<file path="config.mk">
export PLATFORM = sky130hd
export DESIGN_NAME = glue_top
export DESIGN_NICKNAME = d
export VERILOG_FILES = /design/src/rtl/glue_pkg.sv /design/src/rtl/glue_top.sv /design/src/rtl/reset_sequencer.sv /design/src/rtl/system_status.sv /design/src/rtl/video_sync_monitor.sv
export VERILOG_INCLUDE_DIRS = /design/src /design/src/rtl
export SDC_FILE = /design/constraint.sdc
export NUM_CORES = 1
export LEC_CHECK = 0
export ABC_AREA = 1
export BUFFER_PORTS_ARGS = -buffer_cell sky130_fd_sc_hd__buf_2
export CELL_PAD_IN_SITES_DETAIL_PLACEMENT = 1
export CELL_PAD_IN_SITES_GLOBAL_PLACEMENT = 1
export CORE_MARGIN = 5
export CORE_UTILIZATION = 30
export DETAILED_ROUTE_END_ITERATION = 12
export GPL_TIMING_DRIVEN = 0
export PLACE_DENSITY = 0.9
export SYNTH_ARGS = -nofsm -noshare
export SYNTH_HDL_FRONTEND = slang
export SYNTH_SLANG_ARGS = --single-unit
</file>
<file path="constraint.sdc">
create_clock -name clk -period 3.04 [get_ports clk]
set_input_delay 0.152 -clock clk [delete_from_list [all_inputs] [get_ports clk]]
set_output_delay 0.152 -clock clk [all_outputs]
set_load 0.03 [all_outputs]
</file>
<file path="src/rtl/glue_cfg.svh">
/*
 * build-time sizes for the board glue logic
 * included by the package, the RTL blocks and the testbench
 */
`ifndef GLUE_CFG_SVH
`define GLUE_CFG_SVH

//----------------------------------------------------------------------
// reset sequencing
//----------------------------------------------------------------------
`define GLUE_RST_FRAMES 3   // sof pulses held after last source drops

//----------------------------------------------------------------------
// power led dimming
//----------------------------------------------------------------------
`define GLUE_LED_CNT_W 4    // dim low 1 of 2**W counts

// m68k interrupt priority lines, active low
`define GLUE_IPL_W 3

`endif

</file>
<file path="src/rtl/glue_pkg.sv">
/*
 * shared types for the board glue logic
 * config fields from the user-I/O side and the reset source bundle
 */
`include "glue_cfg.svh"

package glue_pkg;

	//------------------------------------------------------------------
	// plain vector types
	//------------------------------------------------------------------
	// [1:0] chip ram size, 3 = 2MB
	typedef logic [6:0] mem_cfg_t;

	// [1] ntsc request, [4] aga
	typedef logic [4:0] chipset_cfg_t;

	// [2] fast chip, [3] fast kick
	typedef logic [3:0] cpu_cfg_t;

	// m68k ipl, active low
	typedef logic [`GLUE_IPL_W-1:0] ipl_t;

	//------------------------------------------------------------------
	// bundles
	//------------------------------------------------------------------
	// 16 bits from the user-I/O block
	typedef struct packed {
		mem_cfg_t     mem;      // memory layout
		chipset_cfg_t chipset;  // chipset features
		cpu_cfg_t     cpu;      // cpu speed options
	} sys_cfg_t;

	// reset requests, all active high
	typedef struct packed {
		logic kbd;      // ctrl-amiga-amiga from keyboard
		logic usr;      // user reset from osd
		logic ext;      // external ctrl block
		logic kbd_key;  // keyboard reset line, already inverted
	} rst_src_t;

endpackage

</file>
<file path="src/rtl/glue_top.sv">
/*
 * board glue top level: reset sequencing, sync monitoring and status
 * instances only, no logic of its own
 */
module glue_top (
	input  logic               clk,
	input  logic               reset,          // power-on reset
	input  logic               clk7_en_i,      // 7MHz enable
	input  logic               sof_i,          // start of frame from agnus
	input  logic               vsync_n_i,
	input  logic               hsync_n_i,
	input  logic               cpu_rst_n_i,    // reset seen at the cpu
	input  logic               cpu_rst_req_i,  // cpu reset request
	input  logic               led_n_i,        // cia power led
	input  logic               ovl_i,          // kickstart overlay
	input  logic               cpu_custom_i,
	input  logic               int7_i,         // level 7 from cartridge
	input  glue_pkg::rst_src_t src_i,
	input  glue_pkg::sys_cfg_t cfg_i,
	input  glue_pkg::ipl_t     ipl_i,
	output logic               rst_o,          // overall reset status
	output logic               cpu_reset_n_o,
	output logic               frame_tgl_o,    // vsync for the mcu
	output glue_pkg::mem_cfg_t memcfg_o,
	output glue_pkg::cpu_cfg_t cpu_cfg_o,
	output logic               ntsc_o,
	output logic               turbo_chip_o,
	output logic               turbo_kick_o,
	output logic               pwr_led_o,
	output logic               filter_o,
	output glue_pkg::ipl_t     cpu_ipl_o
);

	logic sys_reset;  // stretched system reset
	logic led_dim;    // led duty level

	//------------------------------------------------------------------
	// parallel front blocks
	//------------------------------------------------------------------
	reset_sequencer i_reset_sequencer (
		.clk           (clk),
		.reset         (reset),
		.clk7_en_i     (clk7_en_i),
		.src_i         (src_i),
		.sof_i         (sof_i),
		.cpu_rst_n_i   (cpu_rst_n_i),
		.cpu_rst_req_i (cpu_rst_req_i),
		.sys_reset_o   (sys_reset),
		.rst_o         (rst_o),
		.cpu_reset_n_o (cpu_reset_n_o)
	);

	video_sync_monitor i_video_sync_monitor (
		.clk         (clk),
		.reset       (reset),
		.clk7_en_i   (clk7_en_i),
		.vsync_n_i   (vsync_n_i),
		.hsync_n_i   (hsync_n_i),
		.frame_tgl_o (frame_tgl_o),
		.led_dim_o   (led_dim)
	);

	// status combines both, latch gated by the sequenced reset
	system_status i_system_status (
		.clk          (clk),
		.clk7_en_i    (clk7_en_i),
		.rst_i        (rst_o),
		.led_dim_i    (led_dim),
		.led_n_i      (led_n_i),
		.ovl_i        (ovl_i),
		.cpu_custom_i (cpu_custom_i),
		.int7_i       (int7_i),
		.cfg_i        (cfg_i),
		.ipl_i        (ipl_i),
		.memcfg_o     (memcfg_o),
		.cpu_cfg_o    (cpu_cfg_o),
		.ntsc_o       (ntsc_o),
		.turbo_chip_o (turbo_chip_o),
		.turbo_kick_o (turbo_kick_o),
		.pwr_led_o    (pwr_led_o),
		.filter_o     (filter_o),
		.cpu_ipl_o    (cpu_ipl_o)
	);

endmodule

</file>
<file path="src/rtl/reset_sequencer.sv">
/*
 * merges the reset sources and stretches system reset over a few frames
 * also derives overall reset status and the cpu reset line
 */
`include "glue_cfg.svh"

module reset_sequencer (
	input  logic               clk,
	input  logic               reset,          // power-on reset
	input  logic               clk7_en_i,      // 7MHz enable
	input  glue_pkg::rst_src_t src_i,          // other reset sources
	input  logic               sof_i,          // start of frame
	input  logic               cpu_rst_n_i,    // reset seen at the cpu
	input  logic               cpu_rst_req_i,  // cpu reset request
	output logic               sys_reset_o,
	output logic               rst_o,
	output logic               cpu_reset_n_o
);

	//------------------------------------------------------------------
	// frame counter sizing
	//------------------------------------------------------------------
	localparam int CNT_W = $clog2(`GLUE_RST_FRAMES + 1);
	localparam logic [CNT_W-1:0] LAST_FRAME = CNT_W'(`GLUE_RST_FRAMES - 1);

	logic             hold;         // some source still active
	logic             frame_tick;   // sof qualified by enable
	logic [CNT_W-1:0] frame_cnt;    // frames since last release
	logic             sys_reset_q;

	// por is just another source here
	assign hold = reset
		| src_i.kbd
		| src_i.usr
		| src_i.ext
		| src_i.kbd_key;

	assign frame_tick = clk7_en_i & sof_i;  // sof only counts in enable cycles

	//------------------------------------------------------------------
	// hold and count
	//------------------------------------------------------------------
	always_ff @(posedge clk) begin
		if (hold) begin
			frame_cnt   <= '0;     // restart on every new request
			sys_reset_q <= 1'b1;
		end else if (sys_reset_q && frame_tick) begin
			if (frame_cnt == LAST_FRAME) begin
				sys_reset_q <= 1'b0;  // last frame seen, let go
			end else begin
				frame_cnt <= frame_cnt + 1'b1;
			end
		end
	end

	//------------------------------------------------------------------
	// derived resets
	//------------------------------------------------------------------
	assign sys_reset_o = sys_reset_q;

	// cpu may still be holding its own reset after we release
	assign rst_o = sys_reset_q | ~cpu_rst_n_i;

	// cpu held by us or by its own reset request
	assign cpu_reset_n_o = ~(sys_reset_q | cpu_rst_req_i);

endmodule

</file>
<file path="src/rtl/system_status.sv">
/*
 * registers the user-I/O config, latches pal/ntsc during reset,
 * derives turbo enables and drives led, filter and cpu ipl lines
 */
module system_status (
	input  logic               clk,
	input  logic               clk7_en_i,     // 7MHz enable
	input  logic               rst_i,         // sequenced reset status
	input  logic               led_dim_i,     // dim level from sync monitor
	input  logic               led_n_i,       // cia power led, active low
	input  logic               ovl_i,         // kickstart overlay
	input  logic               cpu_custom_i,  // agnus lets cpu on the bus
	input  logic               int7_i,        // level 7 request
	input  glue_pkg::sys_cfg_t cfg_i,         // config from user-I/O
	input  glue_pkg::ipl_t     ipl_i,         // ipl from paula
	output glue_pkg::mem_cfg_t memcfg_o,
	output glue_pkg::cpu_cfg_t cpu_cfg_o,
	output logic               ntsc_o,
	output logic               turbo_chip_o,
	output logic               turbo_kick_o,
	output logic               pwr_led_o,
	output logic               filter_o,
	output glue_pkg::ipl_t     cpu_ipl_o
);

	import glue_pkg::*;

	//------------------------------------------------------------------
	// config field positions
	//------------------------------------------------------------------
	localparam int CS_NTSC_BIT    = 1;  // chipset, ntsc request
	localparam int CS_AGA_BIT     = 4;  // chipset, aga mode
	localparam int CPU_FCHIP_BIT  = 2;  // cpu, fast chip
	localparam int CPU_FKICK_BIT  = 3;  // cpu, fast kick
	localparam logic [1:0] CHIP_2MB = 2'b11;

	sys_cfg_t cfg_q;   // registered copy of cfg_i
	logic     aga;
	logic     chip_2mb;
	logic     ntsc_q;

	//------------------------------------------------------------------
	// config register
	//------------------------------------------------------------------
	always_ff @(posedge clk) begin
		cfg_q <= cfg_i;  // one cycle behind the user-I/O block
	end

	assign memcfg_o  = cfg_q.mem;
	assign cpu_cfg_o = cfg_q.cpu;

	//------------------------------------------------------------------
	// pal/ntsc
	//------------------------------------------------------------------
	// mode only follows the osd while in reset, so a switch needs a reset
	always_ff @(posedge clk) begin
		if (rst_i && clk7_en_i) begin
			ntsc_q <= cfg_q.chipset[CS_NTSC_BIT];
		end
	end

	assign ntsc_o = ntsc_q;

	//------------------------------------------------------------------
	// turbo enables
	//------------------------------------------------------------------
	assign aga      = cfg_q.chipset[CS_AGA_BIT];
	assign chip_2mb = (cfg_q.mem[1:0] == CHIP_2MB);

	// aga, no overlay, fast chip on, bus free and 2MB chip ram
	assign turbo_chip_o = aga & ~ovl_i & cfg_q.cpu[CPU_FCHIP_BIT]
		& cpu_custom_i & chip_2mb;

	// aga, no overlay and fast kick on
	assign turbo_kick_o = aga & ~ovl_i & cfg_q.cpu[CPU_FKICK_BIT];

	//------------------------------------------------------------------
	// led, filter, interrupts
	//------------------------------------------------------------------
	assign pwr_led_o = ~(led_n_i & led_dim_i);  // glows dimly when "off"
	assign filter_o  = ~led_n_i;                // audio filter follows the led

	// nmi overrides paula
	assign cpu_ipl_o = int7_i ? '0 : ipl_i;

endmodule

</file>
<file path="src/rtl/video_sync_monitor.sv">
/*
 * watches the sync levels: frame toggle for the host mcu on falling vsync
 * and a low duty dim level for the power led while hsync is high
 */
`include "glue_cfg.svh"

module video_sync_monitor (
	input  logic clk,
	input  logic reset,
	input  logic clk7_en_i,    // 7MHz enable
	input  logic vsync_n_i,    // vertical sync, active low
	input  logic hsync_n_i,    // horizontal sync, active low
	output logic frame_tgl_o,  // flips once per frame
	output logic led_dim_o     // low one count in 2**W
);

	logic                       vsync_del;   // vsync one enable ago
	logic                       vsync_fall;
	logic [`GLUE_LED_CNT_W-1:0] led_cnt;

	//------------------------------------------------------------------
	// frame toggle for the mcu
	//------------------------------------------------------------------
	// falling edge as seen between two enable cycles
	assign vsync_fall = ~vsync_n_i & vsync_del;

	always_ff @(posedge clk) begin
		if (reset) begin
			vsync_del   <= 1'b0;   // no edge right out of reset
			frame_tgl_o <= 1'b0;
		end else if (clk7_en_i) begin
			vsync_del <= vsync_n_i;
			if (vsync_fall) begin
				frame_tgl_o <= ~frame_tgl_o;  // osd update sync
			end
		end
	end

	//------------------------------------------------------------------
	// power led dimming
	//------------------------------------------------------------------
	// counter free runs during the hsync high level
	always_ff @(posedge clk) begin
		if (reset) begin
			led_cnt   <= '0;
			led_dim_o <= 1'b0;
		end else if (hsync_n_i) begin
			led_cnt   <= led_cnt + 1'b1;
			led_dim_o <= |led_cnt;  // old value, so zero count gives the low slot
		end
	end

endmodule

</file>
==> reports/results.tsv <==
metric	value	unit
rr_startpoint	i_reset_sequencer.frame_cnt[0]$_SDFFE_PP0P_	
critical_path_class	flop to output pin	
multi_input_area	277	um2
drt-total-wl	2430	um
maxUsedRoutingLayer	met4	
dieWidth	65.3	um
antenna_found_initial	0	
nNetsFinal	219	
wire_per_inst	11.4	um
drv_cap	0	
grt_max_degree	14	
clock_latency	300	ps
max_freq	832	MHz
crit_chain	nand4_1, nor2_1, buf_2	
grt_pass1_vias	990	
worst-r2r-setup-slack	1940	ps
syn_to_final_growth	51.6	%
overflow	0	
synth.area.top_cells	dfxtp_1 50%, buf_4 9.0%, nor2_1 7.8%	
pwr-share-comb	17.9	%
cp_slowest_cell	dfxtp_1	
vias	892	
required	2890	ps
yosys.area_share.xor_xnor	0	%
core	3000	um2
ys_seq_area_share	53.5	%
ioPinCount	57	
postSynthAreaPerCell	8.34	um2
outcome	finished, final reports clean	
maxSlewViolCount	0	
cp.arrival	1050	ps
cts-buffers-inserted	3	
rows	20	
yosysTopAreaCell	dfxtp_1	
antenna_cells	0	
fin_ws	1840	ps
drt-pass1-iter-count	2	
rsz0062_at_grt	false	
cts.sinks	24	
cts_buffer_depth	2	
drt-vias-per-instance	4.19	
die_area	4260	um2
die_height	65.3	um
p_leak	0.733	nW
synth_top_family_by_area	simple AND/OR/NAND/NOR gates	
met1_length	927	um
cts_tree	done	
clockPowerShare	26.5	%
gp_congestion	0.685	
setup_viol	0	
drive_gt1_share	39.4	%
grt_pass1_wl	4040	um
swShare	25.1	%
ant_nets	0	
numPortBuffers	53	
synth-compound-area-share	5.59	%
fin_crit	1200	ps
start_kind	flop	
seqPwrFrac	55.6	%
hpwl	1840	um
ff2ff_path_depth	6	
ys_types	17	
hold_ws	30.9	ps
fin_crit_sh	39.5	%
cts_resized	0	
p_int	0.456	mW
slowest_delay	370	ps
place_worst_setup_slack	1940	ps
hp-start	reset	
max-slew-margin-rel	86.7	%
cts.clk_slew.worst_paths	120	ps
register_area	490	um2
cp-endpoint	turbo_chip_o	
ys_ff_latch	24	
met2_length	1290	um
drtIter0Drc	21	
ir_worst_vdd	138	uV
finalPower	0.609	mW
drcViolationCount	0	
clockRootBuffer	clkbuf_4	
syn_inst	110	
grt_usage	12.3	%
start_util	30.5	%
tns	0	ps
synth-adder-area-share	4.09	%
hold_violations	0	
synth.area.mux_share	0	%
endpoint_kind	output pin	
hold_class	input port to flop	
yosysTopAreaCellShare	50.2	%
critical_path.max_fanout	2	
syn_nets	148	
n_fill_cell	387	
critPathLaunch	i_system_status.memcfg_o[1]$_DFF_P_	
htree_num_levels	1	
ys_warn_count	0	
synthSimpleGateAreaFrac	20.5	%
powerDensity	438	nW/um2
syn-cell-area	917	um2
dr_wl_met3	183	um
skew	0.328	ps
r2r_end	i_reset_sequencer.frame_cnt[1]$_SDFFE_PP0P_	
power.switching	0.153	mW
tightestPinTransition	198	ps
[cells by family (layout without fill, tap and decap cells)]
| group | count (synthesis) | in the layout |
|---|---|---|
| compound gates | 9 | 9 |
| fa+ha+maj | 3 | 3 |
| buf+inv | 29 | 99 |
| flops | 24 | 24 |
| simple gates | 45 | 45 |
[per-layer routing]
metal / GRT usage (%) / up-vias
li1: - / 464
met1: 11.1 / 391
met2: 25.5 / 35
met3: 2.22 / 2
met4: 5.44 / 0
met5: 0 / -
[layout make-up]
| cell class | instances | share of cell area [%] |
|---|---|---|
| timing repair buffer | 66 | 28.4 |
| sequential | 24 | 35.3 |
| tap | 33 | 2.97 |
| buffer | 11 | 5.94 |
| inverter | 18 | 4.86 |
| multi-input combinational | 57 | 19.9 |
| clock buffer | 4 | 2.61 |
[cell usage after synthesis]
cell / number
dfxtp_1: 23
nor2_1: 19
nand2_1: 18
inv_1: 17
buf_4: 11
a21oi_1: 4
nand3_1: 4
ha_1: 3
nand4_1: 2
o21ai_0: 2
a211oi_1: 1
a21boi_0: 1
a31oi_1: 1
edfxtp_1: 1
inv_2: 1
nand3_2: 1
nor2_2: 1
[worst min-delay path by stage]
stage | slack (ps) | to | cells past startpoint
2_1_floorplan | 180 | i_system_status.aga$_DFF_P_ | 0
3_3_place_gp | 250 | i_system_status.cpu_cfg_o[3]$_DFF_P_ | 1
3_5_place_dp | 260 | i_system_status.cpu_cfg_o[2]$_DFF_P_ | 1
4_1_cts | 10 | i_video_sync_monitor.frame_tgl_o$_SDFFE_PP0P_ | 2
5_1_grt | 4 | i_video_sync_monitor.frame_tgl_o$_SDFFE_PP0P_ | 2
6_report | 30 | i_video_sync_monitor.frame_tgl_o$_SDFFE_PP0P_ | 2
[cells in the final DEF (no fill, tap or decap), types with 2 or more instances in the layout]
master          n
nor2_1         19
buf_2          53
clkbuf_4        3
ha_1            3
nand4_1         2
nand3_1         4
a21oi_1         4
buf_4          11
o21ai_0         2
nand2_1        18
inv_1          17
dlygate4sd3_1  13
dfxtp_1        23
[metrics by stage]
step,util (%),area [um2],std cells
floorplan,-,917,110
global placement,40.8,1220,196
detailed placement,40.8,1220,196
CTS,46.3,1390,213
global route,46.3,1390,213
finish,46.3,1390,213
[sequential cells by signal, indices dropped and copies added, names as in the netlist]
register,count
i_system_status.cpu_cfg_o,4
i_video_sync_monitor.led_dim_o,1
i_reset_sequencer.frame_cnt,2
i_system_status.cfg_q,1
i_system_status.memcfg_o,7
i_reset_sequencer.sys_reset_o,1
i_video_sync_monitor.vsync_del,1
i_video_sync_monitor.frame_tgl_o,1
i_video_sync_monitor.led_cnt,4
i_system_status.aga,1
i_system_status.ntsc_o,1
[critical path, delay by kind of cell, from the launching register on]
family / cells / cell delay [ps]
flip-flops: 1 / 370
buffers and inverters: 1 / 200
AND/OR/NAND/NOR: 2 / 180
[power groups by stage]
stage / clock, mW / combinational, mW / sequential, mW
after floorplan: 0 / 0.0555 / 0.347
after global routing: 0.185 / 0.120 / 0.341
final: 0.161 / 0.109 / 0.339
after detailed placement: 0 / 0.0961 / 0.346
after global placement: 0 / 0.0934 / 0.345
after CTS: 0.173 / 0.110 / 0.339
[what timing repair did]
action | in CTS | in global routing
hold buffers | 13 | 0
endpoints found under the hold margin | 13 | 0
buffers inserted | 0 | 0
No activity file was read; power rests on OpenSTA's default activity.
